`src/rtl/agp32_pkg.sv`:
```
package agp32_pkg;

  typedef logic [31:0] word_t;
  typedef logic [5:0]  reg_addr_t;
  typedef logic [3:0]  func_t;

  // Width of the output port driven by the out instruction.
  localparam int out_width = 10;

  // Encodings follow the opcode field of the instruction word.
  typedef enum logic [4:0] {
    op_normal       = 5'd0,
    op_shift        = 5'd1,
    op_store        = 5'd2,
    op_load         = 5'd4,
    op_out          = 5'd6,
    op_jump         = 5'd9,
    op_jump_zero    = 5'd10,
    op_jump_nonzero = 5'd11,
    op_load_const   = 5'd13,
    op_load_upper   = 5'd14,
    op_nop          = 5'd15
  } opcode_e;

  // Source of an execute operand.
  typedef enum logic [2:0] {
    fwd_reg   = 3'd0,
    fwd_wb    = 3'd1,
    fwd_alu   = 3'd2,
    fwd_shift = 3'd3,
    fwd_pc4   = 3'd4,
    fwd_imm   = 3'd5
  } fwd_sel_e;

  typedef enum logic [2:0] {
    cmd_none  = 3'd0,
    cmd_read  = 3'd2,
    cmd_write = 3'd3
  } mem_cmd_e;

  typedef enum logic [1:0] {
    st_run,
    st_wait_mem,
    st_resume
  } ctrl_state_e;

  typedef struct packed {
    reg_addr_t addr_a;
    reg_addr_t addr_b;
    reg_addr_t addr_w;
    logic      imm_a;
    logic      imm_b;
    logic      imm_w;
    opcode_e   opc;
    func_t     func;
    word_t     imm;
  } decoded_t;

  typedef struct packed {
    word_t    pc;
    decoded_t dec;
    word_t    a;
    word_t    b;
    word_t    w;
  } id_ex_t;

  typedef struct packed {
    word_t     pc;
    word_t     a;
    word_t     b;
    word_t     w;
    word_t     imm;
    word_t     alu;
    word_t     shift;
    reg_addr_t addr_w;
    opcode_e   opc;
    logic      wr;
  } ex_mem_t;

  typedef struct packed {
    word_t     pc;
    word_t     a;
    word_t     imm;
    word_t     alu;
    word_t     shift;
    reg_addr_t addr_w;
    opcode_e   opc;
    logic      wr;
  } mem_wb_t;

endpackage

```
`src/rtl/mem_controller.sv`:
```
`timescale 1ns/1ps

module mem_controller
  import agp32_pkg::*;
(
  input  logic       clk,
  input  logic       reset,
  input  logic       ready,
  input  logic       jump_taken,
  input  opcode_e    mem_opc,
  input  word_t      mem_a,
  input  word_t      mem_b,
  output logic       pc_en,
  output logic       id_en,
  output logic       ex_en,
  output logic       mem_en,
  output logic       wb_en,
  output logic       flush_id,
  output logic       nop_ex,
  output mem_cmd_e   command,
  output word_t      data_addr,
  output word_t      data_wdata,
  output logic [3:0] data_wstrb
);

  ctrl_state_e state;
  logic        is_load;
  logic        is_store;
  logic        issue;

  assign is_load  = mem_opc == op_load;
  assign is_store = mem_opc == op_store;
  assign issue    = (state == st_run) && ready && (is_load || is_store);

  always_comb begin
    pc_en    = 1'b0;
    id_en    = 1'b0;
    ex_en    = 1'b0;
    mem_en   = 1'b0;
    wb_en    = 1'b0;
    flush_id = 1'b0;
    nop_ex   = 1'b0;
    case (state)
      st_run: begin
        if (ready && !is_load && !is_store) begin
          pc_en    = 1'b1;
          ex_en    = 1'b1;
          mem_en   = 1'b1;
          wb_en    = 1'b1;
          id_en    = !jump_taken;
          // Kill the two instructions fetched behind a taken jump.
          flush_id = jump_taken;
          nop_ex   = jump_taken;
        end
      end
      st_resume: begin
        mem_en = 1'b1;
        wb_en  = 1'b1;
      end
      default: ;
    endcase
  end

  always_ff @(posedge clk) begin
    if (reset) begin
      state   <= st_run;
      command <= cmd_none;
    end else begin
      case (state)
        st_run: begin
          if (issue) begin
            state   <= st_wait_mem;
            command <= is_load ? cmd_read : cmd_write;
          end
        end
        st_wait_mem: begin
          command <= cmd_none;
          if (ready && (command == cmd_none)) begin
            state <= st_resume;
          end
        end
        default: state <= st_run;
      endcase
    end
  end

  // Load address in A, store address in B with data in A.
  always_ff @(posedge clk) begin
    if (issue) begin
      data_addr  <= is_load ? mem_a : mem_b;
      data_wdata <= mem_a;
      data_wstrb <= is_store ? 4'hf : 4'h0;
    end
  end

endmodule

```
`config.mk`:
```
export PLATFORM = sky130hd
export DESIGN_NAME = mem_controller
export DESIGN_NICKNAME = d
export VERILOG_FILES = /design/src/rtl/agp32_pkg.sv /design/src/rtl/mem_controller.sv
export SDC_FILE = /design/constraint.sdc
export NUM_CORES = 1
export LEC_CHECK = 0
export ABC_AREA = 1
export BUFFER_PORTS_ARGS = -buffer_cell sky130_fd_sc_hd__buf_2
export CORE_AREA = 2 2 82 84
export DETAILED_ROUTE_END_ITERATION = 7
export DIE_AREA = 0 0 84 86
export GPL_TIMING_DRIVEN = 1
export PLACE_DENSITY_LB_ADDON = 0.2
export SLEW_MARGIN = 20
export SYNTH_ARGS = -nofsm -noshare
export SYNTH_HDL_FRONTEND = slang
export SYNTH_SLANG_ARGS = --single-unit
```
`constraint.sdc`:
```
create_clock -name clk -period 3.35 [get_ports clk]
set_clock_uncertainty 0.2 [all_clocks]
set_input_delay 0.5025 -clock clk [delete_from_list [all_inputs] [get_ports clk]]
set_output_delay 0.5025 -clock clk [all_outputs]
set_load 0.03 [all_outputs]
```
==> metrics.cfg <==
[grt]
met2_usage_pct=25.82
grt_use_met3_pct=5.486
grt_overflow=0
grt_usage_pct=16.15
grt_pass1_vias=1896
grt_max_degree=66
grt_pass1_wl_mm=8.949
use_met1_pct=19.29
antenna_found_initial=0
grt_busiest_layer=met2

[worst_setup_path]
cp.arrival_ps=1440
cp-endpoint=mem_en
cp_num_buf_inv=3
critPathTopFamily=buffers and inverters
timing.rr.end=data_addr[29]
timing.critical_path.depth=8
crit_chain=buf_2, nor2_2, nand2_2, a21oi_1, inv_1, nand2_1, o21ai_0, buf_2
cp_max_fo=4
crit_start=mem_opc[4]
critPathKind=primary input to primary output
endpoint_kind=primary output
critPathSlowestCell=buf_2
reg2reg_slack_ps=1610
rr_worst_depth=6
reg2reg_from=state[0]
crit_required_ps=2650
cp-start-kind=primary input
cp_common_cell=buf_2
critPathMaxStageDelay_ps=190

[clock_network]
clock-root-buffer=clkbuf_8
tritoncts=built
clk_pin_slew_ps=80
clock-sinks=69
ctsResizeCount=0
post-cts-setup-buffers=0
clk_latency_ps=330
cts_inserted_buffers=9
cts.htree.levels=3
cts-hold-fix-buffers=0
clockBufferDepth=2

[final_layout]
instances_no_fill=446
final_common_cell=buf_2
finish.utilization_pct=57.37
drive_gt1_share_pct=46.07
layout_common_cells=149 x buf_2, 106 x nand2_1, 65 x edfxtp_1
syn_to_final_growth_pct=33.74
final_nets=437
antenna_cells=0

[sta]
worst_slack_ps=1209
maxSlewHeadroom_pct=65.12
rsz0062_at_grt=false
slew_violations=0
hold-worst-slack_ps=157.7
fmax_ghz=0.4671
finalCritPeriodShare_pct=63.91
hold_viol=0
tns_ps=0
tightest_slew_ps=523.1
period_needed_ps=2141
setup_viol_count_final=0

[yosys]
syn_nets=289
synthCells=216
yosys_warnings=0
syn_area_um2=2693
ys_seq_area_share_pct=75.46
synth_cell_types=16
synth_top_area_share_pct=72.49
synth_area_leaders=edfxtp_1 72%, nand2_1 15%, dfxtp_1 3.0%, buf_6 2.5%, buf_4 2.0%
synth-seq-cells=69
yosys.area.top_type=edfxtp_1
avgSynthCellArea_um2=12.47

[power_and_ir_drop]
p_per_area_nw_per_um2=460.5
ir_drop_mv=0.2343
p_leak_nw=1.681

[floorplanning]
io_pins=151
fp.dieW_um=84
rows=29
die_h_um=86
coreArea_um2=6277
dieArea_um2=7224
initial_core_util_pct=42.89

[routing]
routed_via_density=4.502
dr.pass1.iters=4
wl_per_cell_um=13.15
drcViolationCount=0
wl_mm=5.863
initialDrtViolationCount=109
num_vias=2008
drtAntennaViolNets=0

[place]
gp_congestion=0.8125
pre_cts_ws_ps=1193
port_buffers=149
dp_cells=430
dpl.hpwl_mm=4.144

[worst_hold_path]
min_path_cells=1
holdCritPathClass=primary input to flip-flop

[run]
max-cap-violations=0

[status]
status=completed

-- registers in the layout, indices dropped and copies added (netlist names) --
register,count
state,2
data_wstrb,1
data_wdata,32
data_addr,32
command,2
-- cell families after synthesis --
| logic type | Yosys count | share of synthesized area (%) |
|---|---|---|
| buffers and inverters | 24 | 6.180 |
| DFF | 69 | 75.46 |
| AOI/OAI and AO/OA | 5 | 0.9292 |
| other | 1 | 0.1393 |
| and+or+nand+nor | 117 | 17.29 |
-- per-layer routing --
layer / share of wire [%] / vias to the layer above
met1: 40 / 908
met5: 0 / -
li1: - / 999
met3: 8.4 / 10
met4: 2.0 / 0
met2: 49 / 91
-- Yosys cell counts (all sizes together) --
library cell / number
nand2: 108
edfxtp: 65
buf: 13
inv: 11
nor2: 7
a21oi: 4
dfxtp: 4
conb: 1
nand3: 1
nor3: 1
o21ai: 1
-- where the power goes --
part	total [mW]	leakage [nW]	switching, mW	internal, mW
clock	0.569	0.0723	0.307	0.262
combinational	0.133	0.987	0.0812	0.0522
sequential	0.956	0.622	0.00231	0.954
total	1.66	1.68	0.391	1.27
-- worst min-delay path by stage --
stage / from / to
floorplan: state[0] / state[0]
global placement: command[1] / command[1]
detailed placement: command[0] / command[0]
CTS: mem_a[14] / data_wdata[14]
global route: mem_a[6] / data_wdata[6]
finish: mem_a[7] / data_wdata[7]
-- through the flow --
step / power [mW] / area (um2)
final: 1.658 / 3601
after detailed placement: 1.109 / 3435
after floorplan: 1.048 / 2693
after global placement: 1.106 / 3435
after global routing: 1.724 / 3601
after CTS: 1.675 / 3601
-- layout make-up --
class,count,area [um2]
clock inverters,7,42.54
multi-input cells,123,494.2
repair buffers,150,765.7
well taps,77,96.34
fillers,558,2676
inverters,11,46.29
clock buffers,9,123.9
flip-flops and latches,69,2032
Note: power is estimated with default switching activity, not from simulation.
