==> src/rtl/agp32_pkg.sv <==
package agp32_pkg;

  typedef logic [31:0] word_t;
  typedef logic [5:0]  reg_addr_t;
  typedef logic [3:0]  func_t;

  // Width of the output port driven by the out instruction.
  localparam int out_width = 10;

  // Encodings follow the opcode field of the instruction word.
  typedef enum logic [4:0] {
    op_normal       = 5'd0,
    op_shift        = 5'd1,
    op_store        = 5'd2,
    op_load         = 5'd4,
    op_out          = 5'd6,
    op_jump         = 5'd9,
    op_jump_zero    = 5'd10,
    op_jump_nonzero = 5'd11,
    op_load_const   = 5'd13,
    op_load_upper   = 5'd14,
    op_nop          = 5'd15
  } opcode_e;

  // Source of an execute operand.
  typedef enum logic [2:0] {
    fwd_reg   = 3'd0,
    fwd_wb    = 3'd1,
    fwd_alu   = 3'd2,
    fwd_shift = 3'd3,
    fwd_pc4   = 3'd4,
    fwd_imm   = 3'd5
  } fwd_sel_e;

  typedef enum logic [2:0] {
    cmd_none  = 3'd0,
    cmd_read  = 3'd2,
    cmd_write = 3'd3
  } mem_cmd_e;

  typedef enum logic [1:0] {
    st_run,
    st_wait_mem,
    st_resume
  } ctrl_state_e;

  typedef struct packed {
    reg_addr_t addr_a;
    reg_addr_t addr_b;
    reg_addr_t addr_w;
    logic      imm_a;
    logic      imm_b;
    logic      imm_w;
    opcode_e   opc;
    func_t     func;
    word_t     imm;
  } decoded_t;

  typedef struct packed {
    word_t    pc;
    decoded_t dec;
    word_t    a;
    word_t    b;
    word_t    w;
  } id_ex_t;

  typedef struct packed {
    word_t     pc;
    word_t     a;
    word_t     b;
    word_t     w;
    word_t     imm;
    word_t     alu;
    word_t     shift;
    reg_addr_t addr_w;
    opcode_e   opc;
    logic      wr;
  } ex_mem_t;

  typedef struct packed {
    word_t     pc;
    word_t     a;
    word_t     imm;
    word_t     alu;
    word_t     shift;
    reg_addr_t addr_w;
    opcode_e   opc;
    logic      wr;
  } mem_wb_t;

endpackage

==> src/rtl/instr_decode.sv <==
`timescale 1ns/1ps

module instr_decode
  import agp32_pkg::*;
(
  input  word_t    instr,
  output decoded_t dec
);

  opcode_e opc;
  logic    upper_form;

  assign upper_form = instr[23:9] == '0;

  // Opcode selection.
  always_comb begin
    if (instr[24]) begin
      if (instr[31]) begin
        opc = op_load_const;
      end else if (upper_form) begin
        opc = op_load_upper;
      end else begin
        opc = op_nop;
      end
    end else begin
      case (instr[5:0])
        6'd0:    opc = op_normal;
        6'd1:    opc = op_shift;
        6'd2:    opc = op_store;
        6'd4:    opc = op_load;
        6'd6:    opc = op_out;
        6'd9:    opc = op_jump;
        6'd10:   opc = op_jump_zero;
        6'd11:   opc = op_jump_nonzero;
        default: opc = op_nop;
      endcase
      // W is an immediate only for the conditional jumps.
      if (instr[31] && !(opc inside {op_jump_zero, op_jump_nonzero})) begin
        opc = op_nop;
      end
    end
  end

  always_comb begin
    dec.addr_a = instr[22:17];
    dec.addr_b = instr[15:10];
    dec.addr_w = instr[30:25];
    dec.imm_a  = instr[23];
    dec.imm_b  = instr[16];
    dec.imm_w  = instr[31];
    dec.opc    = opc;

    case (opc)
      op_normal, op_out, op_jump, op_jump_zero, op_jump_nonzero: begin
        dec.func = instr[9:6];
      end
      op_shift: dec.func = {2'b00, instr[7:6]};
      // Plain AND for instructions that do not use the ALU result.
      default:  dec.func = 4'd9;
    endcase

    if (instr[24] && instr[31]) begin
      if (instr[23]) begin
        dec.imm = '0 - word_t'(instr[22:0]);
      end else begin
        dec.imm = word_t'(instr[22:0]);
      end
    end else if (instr[24] && upper_form) begin
      dec.imm = word_t'(instr[8:0]);
    end else begin
      dec.imm = '0;
    end
  end

endmodule

==> config.mk <==
export PLATFORM = sky130hd
export DESIGN_NAME = instr_decode
export DESIGN_NICKNAME = d
export VERILOG_FILES = /design/src/rtl/agp32_pkg.sv /design/src/rtl/instr_decode.sv
export SDC_FILE = /design/constraint.sdc
export NUM_CORES = 1
export LEC_CHECK = 0
export BUFFER_PORTS_ARGS = -buffer_cell sky130_fd_sc_hd__buf_4
export CAP_MARGIN = 15
export CORE_MARGIN = 3
export CORE_UTILIZATION = 46
export DETAILED_ROUTE_END_ITERATION = 10
export PLACE_DENSITY_LB_ADDON = 0.08
export SYNTH_ARGS = -nofsm -noshare
export SYNTH_HDL_FRONTEND = slang
export SYNTH_SLANG_ARGS = --single-unit
==> constraint.sdc <==
create_clock -name vclk -period 7
set_clock_uncertainty 0.05 [all_clocks]
set_input_delay 1.05 -clock vclk [all_inputs]
set_output_delay 1.05 -clock vclk [all_outputs]
set_load 0.02 [all_outputs]
==> results of run 1 <==
[how the worst max path moves through the flow]
stage | cells after the start | slack [ps] | end
after floorplan | 9 | 2770 | dec[33]
after global placement | 11 | 2670 | dec[32]
after detailed placement | 8 | 2590 | dec[2]
after CTS | 8 | 2620 | dec[2]
after global routing | 11 | 2390 | dec[33]
final | 11 | 2620 | dec[32]
[cells in the final DEF, fill, tap and decap left out, types with 3 or more instances in the layout]
cell type  netlist  final
a21oi_1          8      8
buf_4           31     81
ha_1             6      6
inv_1            7      7
nand2_1         18     18
nand3_1          5      5
nor2_1          21     21
nor2b_1          4      4
nor3_1           3      3
o21ai_0         17     17
o31ai_1          7      7
or2_2            3      3
or3_1            4      4
xnor2_1          4      4
xor2_1           9      9
[cells by family after synthesis]
kind of cell,Yosys count
AOI/OAI and AO/OA,50
xor gates and xnor gates,13
adders and majority gates,6
buffers and inverters,43
muxes,1
other,1
and+or+nand+nor,69
[area by class of cell]
type	count	area [µm²]
Multi-Input combinational cell	140	926
Fill cell	220	744
Timing Repair Buffer	81	608
Tap cell	28	35.0
Inverter	7	26.3
[layer usage]
metal / wire length, µm / vias up / GRT usage [%] / share of wire (%)
met1: 1400 / 636 / 25.2 / 39
met2: 1750 / 69 / 36.4 / 49
li1: - / 705 / - / -
met3: 320 / 10 / 2.04 / 9.1
met4: 72 / 0 / 6.29 / 2.0
met5: 0 / - / 0 / 0
[report_power, final]
part | total (mW) | switching [mW] | internal (mW)
clock network | 0 | 0 | 0
logic | 0.0994 | 0.0574 | 0.0420
registers | 0 | 0 | 0
==> out/results.ini, run 1 <==
[grt]
overflow=0
grt_pass1_wl_mm=5.73
grt_start_max_net_pins=27
grt_usage_pct=20.3
antenna_found_initial=0
grt_pass1_vias=1293

[cells_and_area]
drive_gt1_share_pct=40.8
fin_area_um2=1600
clkbuf_count=0
layout.nets=268
post-route-util_pct=68.2
seq_area_um2=0
area_delta_synth_final_pct=32.5
diodes=0
fin_cells=256
nFlopsAndLatches=0

[placement]
portBuffers=81
dp_slack_ps=2590
dp.cells=256
gp_congestion=0.895
placed_area_um2=1600
place_hpwl_mm=2.84

[timing]
holdWs_ps=2050
fin_crit_sh_pct=62.6
tightest_slew_ps=847
min_period_ps=4380
slew_headroom_pct=43.4
finalHoldViolations=0
fmax_mhz=228
grt_setup_unrepaired=false
tns_ps=0
final_max_slew_viol_count=0
fin_ws_ps=2620
final-setup-viol-count=0

[floorplan]
coreArea_um2=2340
die_h_um=57.2
die_w_um=57.2
ioPinCount=94
dieArea_um2=3270
num_rows=17
initial_core_util_pct=51.4

[synthesis]
synth_area_leaders=buf_4, o21ai_0, nor2_1
synth_top_family_by_area=compound AO/OA/AOI/OAI gates
synth_cells=183
synth_seq_area_share_pct=0
synth_area_per_cell_um2=6.58
synth_compound_area_share_pct=31.5
synth_area_um2=1200
synth_fa_ha_area_share_pct=6.24
syn_nets=221
yosysUniqueCellTypes=41
yosysWarnings=0
yosysTopAreaCell=buf_4
synth_top_area_share_pct=19.3
synthMuxAreaShare_pct=0.832
synth_xor_area_share_pct=9.46
synth-simple-area-share_pct=28.6
netlist_top_cells_count=buf_4, nor2_1, nand2_1
synth.most_common_cell=buf_4

[setup_path]
cpLargestDelayFamily=simple AND/OR/NAND/NOR gates
crit_required_ps=5900
startpoint=instr[0]
crit_path_max_fanout=6
arrival_ps=3280
path_class=input port to primary output
worst_path_largest_cell_delay_ps=600
cp-end-kind=primary output
cp.buffers_inverters=4
cp-start-kind=input port
slowest_stage=or4_1
path_cells=buf_4 -> inv_1 -> ha_1 -> inv_1 -> ha_1 -> nand2_1 -> o41ai_4 -> nand2_1 -> or4_1 -> a21o_1 -> buf_4

[power]
leakage_nw=0.753
p_total_mw=0.0994
ir_drop_mv=0.0395
power.density_nw_per_um2=62.3

[route]
dr.pass1.iters=4
num_vias=1420
drc_errors=0
final_antenna_net_count=0
avgViaCountPerCell=5.55
first_iter_violations=55
wl_per_cell_um=13.8
wirelength_mm=3.53

[worst_hold_path]
hold_end=dec[44]
min-delay-start=instr[25]
hold_depth=0
hp-class=input port to primary output

[cts]
holdBufCountCts=0
post_cts_resized=0
cts_setup_buffers=0

[run_status]
status=complete, no violations

[flow_run]
maxCapViolCount=0

Note: power is estimated with default switching activity, not from simulation.
==> run 2, diff against run 1 <==
- CORE_UTILIZATION: 46 -> 42
- clock period: 7 -> 4.13 ns (I/O delays scaled with it)
==> run 2 against run 1 <==
Design area grew 1.1%. Worst setup slack worse by 1900 ps. Sequential share of layout area did not move. Power up 71%. Combinational power rose by 71%. Highest routed layer unchanged. Global-route usage decreased by 1.3 points. Clock-buffer cell count did not move. Wire length increased by 4.6%.
==> out/results.ini, run 2 (synthesized netlist as in run 1, its figures left out) <==
[run_status]
status=complete, no violations

[floorplan]
ioPinCount=94  ; unchanged
coreArea_um2=2590  ; +11%
initial_core_util_pct=46.5  ; -5.0 points
dieArea_um2=3540  ; +8.5%
die_w_um=59.5  ; +4.2%
die_h_um=59.5  ; +4.2%
num_rows=18  ; +1

[route]
wirelength_mm=3.70  ; +4.6%
wl_per_cell_um=14.2  ; +3.0%
final_antenna_net_count=0  ; unchanged
routed-wl-met2_mm=1.96  ; +12%
num_vias=1410  ; -0.70%
avgViaCountPerCell=5.42  ; -2.2%
maxUsedRoutingLayer=met4
wl_met1_mm=1.41  ; +0.79%
wl_met3_um=326  ; +1.9%
first_iter_violations=52  ; -5.5%
dr.pass1.iters=5  ; +1
drc_errors=0  ; unchanged

[power]
p_total_mw=0.170  ; +71%
leakage_nw=0.763  ; +1.3%
power.density_nw_per_um2=105  ; +69%
ir_drop_mv=0.0751  ; +90%

[cts]
holdBufCountCts=0  ; unchanged
cts_setup_buffers=0  ; unchanged
post_cts_resized=0  ; unchanged

[setup_path]
crit_path_max_fanout=6  ; unchanged
arrival_ps=2760  ; -520 ps
cp-start-kind=input port
path_class=input port to primary output
crit_required_ps=3460  ; -2440 ps
cp-end-kind=primary output

[worst_hold_path]
hp-class=input port to primary output

[timing]
final-setup-viol-count=0  ; unchanged
tns_ps=0  ; unchanged
fmax_mhz=292
final_max_slew_viol_count=0  ; unchanged
grt_setup_unrepaired=false
holdWs_ps=1190  ; -861 ps
slew_headroom_pct=52.8  ; +9.5 points
min_period_ps=3420
fin_crit_sh_pct=82.9
tightest_slew_ps=701  ; -146 ps
finalHoldViolations=0  ; unchanged

[grt]
grt_usage_pct=19.0  ; -1.3 points
grt_start_max_net_pins=27  ; unchanged
overflow=0  ; unchanged
antenna_found_initial=0  ; unchanged
grt_pass1_wl_mm=5.50  ; -4.1%
grt_pass1_vias=1217  ; -5.9%

[cells_and_area]
layout.nets=270  ; +0.75%
nFillCells=254  ; +15%
post-route-util_pct=62.3  ; -5.9 points
clkbuf_count=0  ; unchanged
nFlopsAndLatches=0  ; unchanged
diodes=0  ; unchanged
final_common_cell=buf_4
seq_area_um2=0  ; unchanged
layout.cells.most_common_list=buf_4, nor2_1, nand2_1, o21ai_0, xor2_1
drive_gt1_share_pct=41.3  ; +0.51 points
area_delta_synth_final_pct=34.0

[placement]
place_hpwl_mm=3.03  ; +6.5%
portBuffers=81  ; unchanged
gp_congestion=0.920  ; +2.7%

[flow_run]
maxCapViolCount=0  ; unchanged

==> run 2: cell types whose count changed in the layout (fill, tap and decap cells not counted), sizes merged <==
cell and change:
buf +2
==> run 2: worst paths after layout <==
check                 start  endpoint  slack (ps)  cells past startpoint
setup / recovery   instr[0]   dec[32]         710                     11
hold / removal    instr[25]   dec[44]        1190                      0
==> run 2: power by group <==
part / internal, mW / leakage, nW / switching, mW
Sequential: 0 / 0 / 0
Combinational: 0.0718 / 0.763 / 0.0978
Clock: 0 / 0 / 0
Total: 0.0718 / 0.763 / 0.0978
==> run 2: stage by stage <==
step / area [µm²] / std cells / setup slack [ps]
6_report: 1610 / 260 / 705
3_3_place_gp: 1610 / 260 / 769
2_1_floorplan: 1200 / 183 / 764
4_1_cts: 1610 / 260 / 705
3_5_place_dp: 1610 / 260 / 690
5_1_grt: 1610 / 260 / 571
==> run 2: area by class of cell <==
type,count,area (µm²),area share (%)
tap,30,37.5,2.33
multi-input combinational,140,926,57.4
timing repair buffer,83,623,38.6
inverter,7,26.3,1.63
==> run 2: metal layers <==
layer	vias to the layer above	global-route usage, %
met2	57	39.5
met3	2	0.654
met5	-	0
met1	640	21.8
met4	0	0.949
li1	711	-
==> run 2: worst max-delay path, stage by stage <==
cell	delay [ps]
buf_4	110
inv_1	80
ha_1	250
inv_1	70
ha_1	130
nand2_1	90
o41ai_4	330
nand2_1	140
or4_1	580
a21o_1	200
buf_4	150
==> run 3, diff against run 2 <==
- clock period: 4.13 -> 3.2 ns (I/O delays scaled with it)
==> run 3 against run 2 <==
Power up 30%. Final cell count grew 0.77%. Die area unchanged. Core utilization increased by 0.58 points. Sequential share of layout area stayed put. Critical path type unchanged. Highest routed layer unchanged.
==> out/results.ini, run 3 (synthesized netlist as in run 1, its figures left out) <==
[cells_and_area]
fin_cells=262  ; +0.77%
area_delta_synth_final_pct=35.2
multi_input_area_um2=926  ; unchanged
final_common_cell=buf_4
layout.cells.most_common_list=buf_4, nor2_1, nand2_1, o21ai_0, xor2_1
diodes=0  ; unchanged
clkbuf_count=0  ; unchanged
drive_gt1_share_pct=41.8  ; +0.51 points
layout.nets=272  ; +0.74%
nFillCells=255  ; +0.39%
post-route-util_pct=62.9  ; +0.58 points
fin_area_um2=1630  ; +0.93%
nFlopsAndLatches=0  ; unchanged
seq_area_um2=0  ; unchanged

[placement]
gp_congestion=0.910  ; -1.0%
place_hpwl_mm=2.95  ; -2.6%
dp.cells=262  ; +0.77%
placed_area_um2=1630  ; +0.93%
portBuffers=81  ; unchanged
dp_slack_ps=105  ; -585 ps

[run_status]
status=complete, no violations

[floorplan]
num_rows=18  ; unchanged
initial_core_util_pct=46.5  ; unchanged
die_w_um=59.5  ; unchanged
dieArea_um2=3540  ; unchanged
coreArea_um2=2590  ; unchanged
die_h_um=59.5  ; unchanged
ioPinCount=94  ; unchanged

[power]
internal_power_mw=0.0942  ; +31%
p_sw_share_pct=57.2  ; -0.49 points
leakage_nw=0.773  ; +1.3%
power_frac_seq_pct=0  ; unchanged
power.density_nw_per_um2=135  ; +29%
p_total_mw=0.220  ; +30%
p_clk_share_pct=0  ; unchanged
ir_drop_mv=0.0924  ; +23%
combPwrFrac_pct=100.0  ; about the same
p_sw_mw=0.126  ; +29%

[setup_path]
cp-end-kind=primary output
cp-start-kind=input port
crit_path_max_fanout=4  ; -2
crit_required_ps=2670  ; -790 ps
path_class=input port to primary output
arrival_ps=2560  ; -200 ps

[route]
num_vias=1437  ; +1.9%
wirelength_mm=3.56  ; -3.8%
drc_errors=0  ; unchanged
avgViaCountPerCell=5.48  ; +1.1%
first_iter_violations=41  ; -21%
dr.pass1.iters=6  ; +1
wl_per_cell_um=13.6  ; -4.5%
final_antenna_net_count=0  ; unchanged

[cts]
post_cts_resized=0  ; unchanged
holdBufCountCts=0  ; unchanged
cts_setup_buffers=0  ; unchanged

[worst_hold_path]
hp-class=input port to primary output
hold_end=dec[44]
hold_depth=0  ; unchanged
min-delay-start=instr[25]

[timing]
fmax_mhz=323
fin_crit_sh_pct=96.6
min_period_ps=3090
tightest_slew_ps=564  ; -137 ps
slew_headroom_pct=62.4  ; +9.5 points
tns_ps=0  ; unchanged
finalHoldViolations=0  ; unchanged
holdWs_ps=910  ; -279 ps
final_max_slew_viol_count=0  ; unchanged
final-setup-viol-count=0  ; unchanged
fin_ws_ps=108  ; -597 ps
grt_setup_unrepaired=false

[grt]
grt_pass1_vias=1211  ; -0.49%
overflow=0  ; unchanged
grt_start_max_net_pins=26  ; -3.7%
grt_pass1_wl_mm=5.30  ; -3.6%
grt_usage_pct=18.4  ; -0.62 points
antenna_found_initial=0  ; unchanged

[flow_run]
maxCapViolCount=0  ; unchanged

[run 3: cell types whose count changed in the layout (fill, tap and decap cells not counted), sizes merged]
cell | before | now
buf | 83 | 85
[run 3: routing by layer]
metal	global-route usage, %	routed length, µm
met1	21.5	1390
met2	37.6	1850
met3	0.436	318
met4	1.27	6
met5	0	0
[run 3: critical path: stages]
cell	delay, ps
buf_4	130
or3_4	390
or4_4	560
o32ai_4	330
a31oi_1	140
a41oi_2	240
a21o_1	150
buf_4	130
[run 3: worst max-delay path by stage]
stage               startpoint      end  slack [ps]  depth (start not counted)
global route         instr[12]  dec[32]          30                          8
detailed placement   instr[12]  dec[32]         110                          8
global placement     instr[12]  dec[32]         140                          8
CTS                  instr[12]  dec[32]         100                          8
finish               instr[12]  dec[32]         110                          8
floorplan             instr[0]  dec[33]         110                          9
[run 3: final cells by class]
cell class         count  area share, %
inverters              7           1.61
multi-input cells    140           56.9
well taps             30           2.31
repair buffers        85           39.2
[run 3: power by group through the flow]
stage,clock [mW],combinational (mW),sequential (mW)
after CTS,0,0.221,0
after detailed placement,0,0.220,0
final,0,0.220,0
after floorplan,0,0.147,0
after global placement,0,0.217,0
after global routing,0,0.238,0
