<file path="src/rtl/agp32_pkg.sv">
package agp32_pkg;

  typedef logic [31:0] word_t;
  typedef logic [5:0]  reg_addr_t;
  typedef logic [3:0]  func_t;

  // Width of the output port driven by the out instruction.
  localparam int out_width = 10;

  // Encodings follow the opcode field of the instruction word.
  typedef enum logic [4:0] {
    op_normal       = 5'd0,
    op_shift        = 5'd1,
    op_store        = 5'd2,
    op_load         = 5'd4,
    op_out          = 5'd6,
    op_jump         = 5'd9,
    op_jump_zero    = 5'd10,
    op_jump_nonzero = 5'd11,
    op_load_const   = 5'd13,
    op_load_upper   = 5'd14,
    op_nop          = 5'd15
  } opcode_e;

  // Source of an execute operand.
  typedef enum logic [2:0] {
    fwd_reg   = 3'd0,
    fwd_wb    = 3'd1,
    fwd_alu   = 3'd2,
    fwd_shift = 3'd3,
    fwd_pc4   = 3'd4,
    fwd_imm   = 3'd5
  } fwd_sel_e;

  typedef enum logic [2:0] {
    cmd_none  = 3'd0,
    cmd_read  = 3'd2,
    cmd_write = 3'd3
  } mem_cmd_e;

  typedef enum logic [1:0] {
    st_run,
    st_wait_mem,
    st_resume
  } ctrl_state_e;

  typedef struct packed {
    reg_addr_t addr_a;
    reg_addr_t addr_b;
    reg_addr_t addr_w;
    logic      imm_a;
    logic      imm_b;
    logic      imm_w;
    opcode_e   opc;
    func_t     func;
    word_t     imm;
  } decoded_t;

  typedef struct packed {
    word_t    pc;
    decoded_t dec;
    word_t    a;
    word_t    b;
    word_t    w;
  } id_ex_t;

  typedef struct packed {
    word_t     pc;
    word_t     a;
    word_t     b;
    word_t     w;
    word_t     imm;
    word_t     alu;
    word_t     shift;
    reg_addr_t addr_w;
    opcode_e   opc;
    logic      wr;
  } ex_mem_t;

  typedef struct packed {
    word_t     pc;
    word_t     a;
    word_t     imm;
    word_t     alu;
    word_t     shift;
    reg_addr_t addr_w;
    opcode_e   opc;
    logic      wr;
  } mem_wb_t;

endpackage

</file>
<file path="src/rtl/forward_unit.sv">
`timescale 1ns/1ps

module forward_unit
  import agp32_pkg::*;
(
  input  reg_addr_t ex_addr_a,
  input  reg_addr_t ex_addr_b,
  input  reg_addr_t ex_addr_w,
  input  logic      ex_imm_a,
  input  logic      ex_imm_b,
  input  logic      ex_imm_w,
  input  opcode_e   ex_opc,
  input  reg_addr_t mem_addr_w,
  input  reg_addr_t wb_addr_w,
  input  opcode_e   mem_opc,
  input  logic      mem_wr,
  input  logic      wb_wr,
  output fwd_sel_e  fwd_a,
  output fwd_sel_e  fwd_b,
  output fwd_sel_e  fwd_w
);

  fwd_sel_e mem_src;
  logic     reads_a;
  logic     reads_b;
  logic     reads_w;

  // Value the memory stage can offer; a load has none until writeback.
  always_comb begin
    case (mem_opc)
      op_normal, op_out:            mem_src = fwd_alu;
      op_shift:                     mem_src = fwd_shift;
      op_jump:                      mem_src = fwd_pc4;
      op_load_const, op_load_upper: mem_src = fwd_imm;
      default:                      mem_src = fwd_reg;
    endcase
  end

  assign reads_a = ex_opc inside {op_normal, op_shift, op_store, op_load, op_out,
                                  op_jump, op_jump_zero, op_jump_nonzero};
  assign reads_b = ex_opc inside {op_normal, op_shift, op_store, op_out,
                                  op_jump_zero, op_jump_nonzero};
  assign reads_w = ex_opc inside {op_jump_zero, op_jump_nonzero, op_load_upper};

  function automatic fwd_sel_e select(reg_addr_t addr, logic imm, logic reads);
    if (!reads || imm) begin
      return fwd_reg;
    end
    if (mem_wr && (addr == mem_addr_w) && (mem_src != fwd_reg)) begin
      return mem_src;
    end
    if (wb_wr && (addr == wb_addr_w)) begin
      return fwd_wb;
    end
    return fwd_reg;
  endfunction

  always_comb begin
    fwd_a = select(ex_addr_a, ex_imm_a, reads_a);
    fwd_b = select(ex_addr_b, ex_imm_b, reads_b);
    fwd_w = select(ex_addr_w, ex_imm_w, reads_w);
  end

endmodule

</file>
<file path="config.mk">
export PLATFORM = sky130hd
export DESIGN_NAME = forward_unit
export DESIGN_NICKNAME = d
export VERILOG_FILES = /design/src/rtl/agp32_pkg.sv /design/src/rtl/forward_unit.sv
export SDC_FILE = /design/constraint.sdc
export NUM_CORES = 1
export LEC_CHECK = 0
export ABC_AREA = 1
export BUFFER_PORTS_ARGS = -buffer_cell sky130_fd_sc_hd__buf_2
export CAP_MARGIN = 10
export CORE_ASPECT_RATIO = 0.7
export CORE_MARGIN = 2
export CORE_UTILIZATION = 35
export DETAILED_ROUTE_END_ITERATION = 7
export PLACE_DENSITY = 0.71
export SLEW_MARGIN = 20
export SYNTH_ARGS = -nofsm -noshare
export SYNTH_HDL_FRONTEND = slang
export SYNTH_SLANG_ARGS = --single-unit
</file>
<file path="constraint.sdc">
create_clock -name vclk -period 2.5
set_input_delay 0.75 -clock vclk [all_inputs]
set_output_delay 0.75 -clock vclk [all_outputs]
set_load 0.05 [all_outputs]
</file>
==> run metrics, run 1 <==
final-layout clock buffer total=0; Top Layer Used=met4; Avg Synthesized Cell Area=4.19 µm²; syn nets=a little under 300; Setup-failing EPs final=8; diode count=0; Layout Nets=358; Vias=about 1600; Worst-Margin Slew=about 0.19 ns; WP data arrival=1.85 ns; DR vias/cell=4.73; Switching Power=157 µW; WHS=1.90 ns; WL met2=2.05 mm; Synth area leader=nand2_1; gpl congestion=0.890; Met1 Routed Length=1.83 mm; drt total wl=4.25 mm; largest cells by area after synthesis=nand2_1 36%, nor2_1 18%, inv_1 17%, nand3_1 5.9%, a21oi_1 3.9%; crit path launch type=input port; min Tclk post-route=2.60 ns; synthesized instance count=244; Hold-fix buffers, CTS=0; Comb pwr share=100.0%; leakage dissipation=1.04 nW; Peak supply drop=78.5 µV; status=finished, violations left; I/O Buffers=54; Flop pwr share=0%; post-detail-place hpwl=2.80 mm; FFs & Latches=0; violated checks=setup timing; WL met3=344 µm; Final Non-Filler Cells=347; endpoints failing hold=0; Total GRT Usage=21.5%; max cap viols=0; core footprint=approximately 0.0028 mm²; initial antenna violation count=0; critical path capture point type=output port; Initial Utilization=36.7%; worst min-delay path category=in -> out; # IOs=54; Worst EP required=1.75 ns; DIE AREA=0.00338 mm²; Switching Share=56.9%; yosys warns=0; Routed WL per cell=around 12 µm; Seq/Total Area, Yosys=0%; library cells used by synthesis=17; Int Power=between 100 and 150 µW; Crit-path slowest cell=nor3_2; FF+latch area=0 µm²; worst-path maximum fanout=4; final worst-path cycle share=104%; Crit Path Class=in -> out; largest net degree at the start of global routing=8; Power Dens Cells=between 100 and 150 mW/mm²; share of cells above drive strength 1=45.7%; Synth top area share=36.4%; clock share of power=0%; Routed Antenna Nets=0; first-pass GRT wire length=~5.7 mm; Cell Area, Synth=just over 0.001 mm²; Rows=16; Syn-to-layout area delta=83.7%; Inst Count DP=343; Util after Layout=67.5%; setup slack after layout=-0.0952 ns; DP Worst Slack=-0.134 ns; Die W=around 69 µm; Max Freq=385 MHz; die height=49.2 µm; vias in the first global route=~1300; RSZ-0062 raised after global routing=true; CP peak stage delay=roughly 0.20 ns; DRT iter0 DRCs=80; DRC violations left=0; Total Power=276 µW; Relative slew margins=87.0%; worst path cell trace=buf_6 -> inv_2 -> nand2_1 -> nand2_1 -> nor2_1 -> nand2_1 -> nor2_4 -> nand2_2 -> nor3_2 -> buf_6; global route total overflow=0; DR pass1 iterations=4; Slew Viols, Final=0; most used cell, CP=nand2_1
## per-stage QoR
| step | TNS [ns] | area (µm²) |
|---|---|---|
| detailed placement | -1.07 | 1440 |
| finish | -0.454 | 1880 |
| CTS | -0.0218 | 1600 |
| global route | -1.10 | 1880 |
| global placement | -0.977 | 1440 |
| floorplan | -0.707 | 1050 |
## metal layers
layer,global-route usage [%],vias up
met1,31.6,710
li1,-,858
met5,0,-
met3,1.85,4
met4,2.67,0
met2,34.5,69
## cells by family (layout without fill, tap and decap cells)
kind of cell / after synthesis / after routing / share of synthesized area (%)
AOI/OAI and AO/OA: 16 / 16 / 7.83
xor gates and xnor gates: 4 / 4 / 3.43
buffers and inverters: 49 / 116 / 18.0
and+or+nand+nor: 175 / 175 / 70.7
## placed cells by master, fill, tap and decap left out
master and n:
nand3_1 8, and2_4 1, xnor2_1 3, a21oi_1 5, buf_4 19, nand2_1 77, o21ai_2 1, nor2_1 31
inv_2 11, buf_8 5, nor2_4 11, nand2_4 6, inv_8 1, a21oi_4 1, nor3_1 3, nand4_1 2
clkinv_4 1, o21ai_0 7, buf_2 28, buf_6 15, nand2_2 19, inv_1 33, xnor2_2 1, a21oi_2 2
nand3_4 2, inv_4 3, nor3_2 2, nand3_2 4, nand2_8 1, nor2_2 8
## worst max-delay path, delay by kind of cell
kind,cells,cell delay (ns)
simple gates,7,0.75
buf+inv,3,0.33
## worst paths after layout
path	from	to	slack, ns	depth (start not counted)
setup / recovery	mem_addr_w[0]	fwd_a[1]	-0.1	10
hold / removal	ex_imm_b	fwd_b[0]	1.90	5
## what timing repair did
action	CTS	global route
buffers inserted	1	3
pin swaps	16	32
setup endpoints to repair	9	9
gates resized for setup	53	79
## cells in the mapped netlist, drive strengths merged
| master | n |
|---|---|
| a21oi | 8 |
| and2 | 1 |
| clkinv | 1 |
| inv | 48 |
| nand2 | 103 |
| nand3 | 14 |
| nand4 | 2 |
| nor2 | 50 |
| nor3 | 5 |
| o21ai | 8 |
| xnor2 | 4 |
## power by group through the flow
| stage | sequential [mW] | combinational, mW | clock [mW] |
|---|---|---|---|
| 6_report | 0 | 0.276 | 0 |
| 5_1_grt | 0 | 0.300 | 0 |
| 4_1_cts | 0 | 0.216 | 0 |
| 3_5_place_dp | 0 | 0.196 | 0 |
| 3_3_place_gp | 0 | 0.195 | 0 |
| 2_1_floorplan | 0 | 0.109 | 0 |
## layout make-up
type                            instances  area (µm²)
Fill cell                             240         905
Inverter                               49         204
Timing Repair Buffer                   67         527
Multi-Input combinational cell        195        1100
Tap cell                               36        45.0
(Power assumes the default switching activity.)
==> run 2, diff against run 1 <==
Settings changed: CORE_ASPECT_RATIO 0.7 to 2, PLACE_DENSITY 0.71 to default.
==> run 2 against run 1 <==
Against the previous run: the flow still finishes with violations (setup timing); non-clock buffer count grew 2; flip-flop and latch count is the same; critical path depth is the same; routed wire length grew 2.1%; power grew 10%; largest power group unchanged.
==> run metrics, run 2 (synthesis gave the netlist of run 1 again) <==
Syn-to-layout area delta=97.2%; Worst-Margin Slew=0.219 ns (+0.0247 ns); gpl congestion=0.914 (+2.7%); DRC violations left=0 (unchanged); violated checks=setup timing; vias in the first global route=1537 (+15%); diode count=0 (unchanged); FF+latch area=0 µm² (unchanged); Worst Min Path Start=ex_imm_b; post-detail-place hpwl=3.25 mm (+16%); FFs & Latches=0 (unchanged); worst path cell trace=buf_4 -> inv_2 -> nand2_1 -> nand2_2 -> nor2_2 -> nand3_2 -> nor2_4 -> nand2_2 -> nor2_2 -> buf_6; Switching Power=166 µW (+6.0%); global route total overflow=0 (unchanged); clock share of power=0% (unchanged); first-pass GRT wire length=6.35 mm (+11%); WHS=1.91 ns (+0.00825 ns); WP data arrival=1.80 ns (-0.05 ns); Rows=27 (+11); worst-path maximum fanout=4 (unchanged); Max Freq=392 MHz (+1.8%); DR vias/cell=4.89 (+3.4%); Switching Share=54.8% (-2.1 points); Worst EP required=1.75 ns (about the same); Power Dens Cells=151 mW/mm² (+2.5%); Slew Viols, Final=0 (unchanged); Flop pwr share=0% (unchanged); Hold-fix buffers, CTS=0 (unchanged); Relative slew margins=85.4% (-1.6 points); Crit Path Class=in -> out; DRT iter0 DRCs=28 (-65%); min Tclk post-route=2.55 ns (-0.0455 ns); Comb pwr share=100.0% (about the same); die height=80.4 µm (+63%); largest net degree at the start of global routing=8 (unchanged); worst min-delay path category=in -> out; critical path capture point type=output port; final worst-path cycle share=102% (-1.8 points); DIE AREA=0.00340 mm² (+0.58%); Routed Antenna Nets=0 (unchanged); Filler cells=256 (+6.7%); most frequent cells in the layout=67 x nand2_1, 29 x inv_1, 27 x nand2_2, 27 x nor2_1, 23 x buf_4; RSZ-0062 raised after global routing=true; I/O Buffers=54 (unchanged); status=finished, violations left; setup slack after layout=-0.0497 ns (+0.0455 ns); Layout Nets=360 (+0.56%); core footprint=0.00277 mm² (-0.45%); crit path launch type=input port; endpoints failing hold=0 (unchanged); share of cells above drive strength 1=53.4% (+7.7 points); Die W=42.2 µm (-38%); most common cell after layout, fill and taps aside=nand2_1; # IOs=54 (unchanged); initial antenna violation count=0 (unchanged); drt total wl=4.34 mm (+2.1%); Setup TNS=-0.142 ns (+0.311 ns); Setup-failing EPs final=7 (-1); Initial Utilization=36.9% (+0.17 points); Crit-path slowest cell=buf_6; leakage dissipation=1.11 nW (+6.4%); Vias=1672 (+1.9%); CP peak stage delay=0.17 ns (-0.03 ns); DR pass1 iterations=4 (unchanged); Int Power=137 µW (+15%); max cap viols=0 (unchanged); Hold Path Cell Cnt=5 (unchanged); final-layout clock buffer total=0 (unchanged); Routed WL per cell=12.7 µm (+3.6%); Total GRT Usage=23.3% (+1.7 points); Hold Path End=fwd_b[0]; Peak supply drop=81.7 µV (+4.1%)
[run 2: final cells by class]
type | instances | area, µm² | share of cell area, %
multi-input cells | 195 | 1180 | 58.3
repair buffers | 69 | 589 | 29.2
inverters | 49 | 214 | 10.6
well taps | 29 | 36.3 | 1.80
[run 2: how the worst max path moves through the flow]
stage,start,end,slack [ns],cells past startpoint
floorplan,mem_opc[3],fwd_w[1],-0.17,5
global placement,mem_addr_w[0],fwd_b[2],-0.17,8
detailed placement,mem_addr_w[0],fwd_b[1],-0.18,8
CTS,ex_addr_a[5],fwd_a[1],-0.02,10
global route,mem_addr_w[5],fwd_b[1],-0.15,10
finish,ex_addr_b[4],fwd_b[1],-0.05,10
[run 2: stage by stage]
step	area, µm²	power (mW)	worst slack (ns)	instances	utilization (%)
5_1_grt	2020	0.331	-0.147	342	72.8
6_report	2020	0.304	-0.0497	342	72.8
3_5_place_dp	1460	0.205	-0.179	340	52.7
4_1_cts	1720	0.248	-0.0200	341	62.0
3_3_place_gp	1460	0.205	-0.173	340	52.7
2_1_floorplan	1050	0.109	-0.172	244	-
[run 2: critical path: cells and delay by family]
| family | cells | cell delay (ns) |
|---|---|---|
| AND/OR/NAND/NOR | 7 | 0.74 |
| buffers and inverters | 3 | 0.31 |
[run 2: layer usage]
layer	global-route usage [%]	vias up	wire [µm]
li1	-	872	-
met1	22.5	741	1460
met2	51.2	49	2610
met3	0.674	10	144
met4	3.75	0	129
met5	0	-	0
[run 2: timing repair]
| action | 4_1_cts | 5_1_grt |
|---|---|---|
| endpoints found under the hold margin | 0 | 0 |
| resized for setup | 81 | 95 |
| setup endpoints to repair | 9 | 9 |
| pin swaps | 24 | 36 |
| setup buffers | 1 | 1 |
| gates cloned | 0 | 0 |
[run 2: power by group through the flow]
stage	logic, mW	registers, mW	clock network [mW]
final	0.304	0	0
after global routing	0.331	0	0
after CTS	0.248	0	0
after detailed placement	0.205	0	0
after global placement	0.205	0	0
after floorplan	0.109	0	0
==> run 3, diff against run 2 <==
Settings changed: CORE_ASPECT_RATIO 2 to default, CORE_UTILIZATION 35 to 44, PLACE_DENSITY from default to 0.82, SKIP_LAST_GASP from default to 1.
Clock period 2.5 ns to 2.2 ns, I/O delays scaled along.
==> run 3 against run 2 <==
Against the previous run: the run now fails in global routing; synthesized cell count unchanged; area after synthesis did not move.
==> run metrics, run 3 <==
die height=52.2 µm (-35%); yosys warns=0 (unchanged); Cell Area, Synth=0.00102 mm² (unchanged); Synth area leader=nand2_1; top-count cell post-synth=nand2_1; # IOs=54 (unchanged); worst_ep kind=primary output; post-detail-place hpwl=2.82 mm (-13%); largest cells by area after synthesis=nand2_1 36%, nor2_1 18%, inv_1 17%, nand3_1 5.9%, a21oi_1 3.9%; Synth top area share=36.4% (unchanged); synthesized instance count=244 (unchanged); I/O Buffers=54 (unchanged); Avg Synthesized Cell Area=4.19 µm² (unchanged); synth cell count leaders=99 x nand2_1, 48 x nor2_1, 45 x inv_1; syn nets=289 (unchanged); largest net degree at the start of global routing=9; Seq/Total Area, Yosys=0% (unchanged); Rows=17 (-37%); library cells used by synthesis=17 (unchanged); Hold-fix buffers, CTS=0 (unchanged); Fail Step=global routing; Die W=52.2 µm (+24%); GR repair worst EP=fwd_a[1]; Initial Utilization=46.2% (+9.3 points); Run Error=[ERROR DPL-0038] Utilization greater than 100%, impossible to legalize; gpl congestion=0.932 (+1.9%); status=aborted with a tool error
-- run 3: cell counts after synthesis --
Identical to the previous run, type by type.
-- run 3: kinds of logic after synthesis --
| group | Yosys count | share of synthesized area, % |
|---|---|---|
| buffers and inverters | 49 | 18.0 |
| xor gates and xnor gates | 4 | 3.43 |
| and+or+nand+nor | 175 | 70.7 |
| AOI/OAI and AO/OA | 16 | 7.83 |
-- run 3: timing repair --
action                                  4_1_cts
pin swaps                                    41
gates cloned                                  0
resized for setup                           101
endpoints found under the setup margin        9
setup buffers                                 1
-- run 3: stage by stage --
stage                     cells  instance area (µm²)  setup TNS [ns]  worst slack [ns]  util [%]
after CTS                   349                 2000          -0.886            -0.136      90.3
after detailed placement    348                 1680           -2.63            -0.360      75.9
after global placement      348                 1680           -2.50            -0.312      75.9
after floorplan             244                 1210          -0.393           -0.0807         -
==> run 4, diff against run 3 <==
Settings changed: CORE_AREA from default to 2 2 63 65, CORE_MARGIN 2 to default, CORE_UTILIZATION 44 to default, DIE_AREA from default to 0 0 65 67, PLACE_DENSITY 0.82 to default, PLACE_DENSITY_LB_ADDON from default to 0.15.
Clock period 2.2 ns to 2.9 ns, I/O delays scaled along.
==> run 4 against run 3 <==
Against the previous run: the run now ends clean.
==> run metrics, run 4 (synthesis gave the netlist of run 1 again) <==
RSZ-0062 raised after global routing=true; Crit Path Class=in -> out; leakage dissipation=0.894 nW; Rows=22 (+5); Switching Power=99.7 µW; Hold Path End=fwd_b[0]; Filler cells=between 400 and 500; WP data arrival=slightly below 2 ns; Initial Utilization=28.3% (-18 points); endpoints failing hold=0; Setup-failing EPs final=0; most common cell after layout, fill and taps aside=nand2_1; status=finished, final reports clean; Layout Nets=348; Worst Min Path Start=ex_imm_b; crit path launch type=input port; Setup TNS=0 ns; most frequent cells in the layout=99 x nand2_1, 45 x buf_2, 44 x inv_1; Flop pwr share=0%; FF+latch area=0 µm²; DIE AREA=between 0.004 and 0.005 mm²; final-layout clock buffer total=0; DR vias/cell=roughly 4.3; worst min-delay path category=in -> out; Hold Path Cell Cnt=5; diode count=0; min Tclk post-route=2.82 ns; Power Dens Cells=around 110 mW/mm²; global route total overflow=0; DR pass1 iterations=4; drt total wl=3.28 mm; # IOs=54 (unchanged); Worst-Margin Slew=0.212 ns; Slew Viols, Final=0; Int Power=about 65 µW; core footprint=0.00361 mm²; Max Freq=355 MHz; largest net degree at the start of global routing=9; Routed Antenna Nets=0; die height=67 µm (+28%); post-detail-place hpwl=2.97 mm (+5.1%); gpl congestion=0.814 (-13%); first-pass GRT wire length=5.26 mm; Util after Layout=40.3%; DRC violations left=0; max cap viols=0; Worst EP required=2.03 ns; Die W=65 µm (+25%); Switching Share=slightly above 60%; FFs & Latches=0; I/O Buffers=54 (unchanged); Total GRT Usage=about 15%; vias in the first global route=1241; Vias=approximately 1500; worst-path maximum fanout=7; share of cells above drive strength 1=a little over a quarter; critical path capture point type=output port; Peak supply drop=44.1 µV; Relative slew margins=a little under nine tenths; Syn-to-layout area delta=42.2%; initial antenna violation count=0; Routed WL per cell=between 9 and 10 µm; Comb pwr share=100.0%; clock share of power=0%; final worst-path cycle share=a little over nine tenths; area of the multi-input gates=876 µm²; DRT iter0 DRCs=60
## run 4: power by group through the flow
stage          Combinational [mW]  Sequential, mW  Clock [mW]
6_report                    0.165               0           0
5_1_grt                     0.190               0           0
4_1_cts                     0.163               0           0
3_5_place_dp                0.163               0           0
3_3_place_gp                0.164               0           0
2_1_floorplan              0.0932               0           0
## run 4: through the flow
stage | power [mW] | worst slack, ns | hold WS (ns) | instance area, µm² | std cells
after global routing | 0.190 | -0.0211 | 2.19 | 1450 | 349
final | 0.165 | 0.0799 | 2.15 | 1450 | 349
after global placement | 0.164 | -0.0350 | 2.18 | 1390 | 349
after detailed placement | 0.163 | -0.0317 | 2.18 | 1390 | 349
after CTS | 0.163 | 0.00386 | 2.18 | 1410 | 349
after floorplan | 0.0932 | -0.377 | 1.94 | 1040 | 244
## run 4: worst max path at each step
stage,end,cells past startpoint,start
final,fwd_a[1],9,mem_addr_w[3]
after global routing,fwd_b[0],11,mem_opc[1]
after CTS,fwd_a[1],9,mem_addr_w[3]
after detailed placement,fwd_a[1],9,mem_addr_w[3]
after global placement,fwd_a[1],9,mem_addr_w[3]
after floorplan,fwd_a[1],7,mem_addr_w[3]
## run 4: metal layers
metal / wire, µm / GRT usage, % / part of all wire [%]
met3: 130 / 0.169 / 4.0
met1: 1630 / 21.2 / 50
met5: 0 / 0 / 0
met2: 1500 / 26.5 / 46
met4: 14 / 0.532 / 0.43
## run 4: worst max-delay path, cell delays in order
cell and delay [ns]:
buf_2 0.13, inv_2 0.11, nor2_1 0.05, nor2_1 0.13, nand2_1 0.10, nor2_4 0.11, nand2_2 0.08, nor3_2 0.14
buf_4 0.23
## run 4: final cells by class
type / count / area share [%]
multi-input cells: 195 / 60.2
inverters: 49 / 12.7
well taps: 48 / 4.13
repair buffers: 57 / 23.0
## run 4: timing repair
action	4_1_cts	5_1_grt
pin swaps	0	3
resized for setup	7	15
hold buffers	0	0
setup endpoints to repair	7	9
buffers inserted	0	0
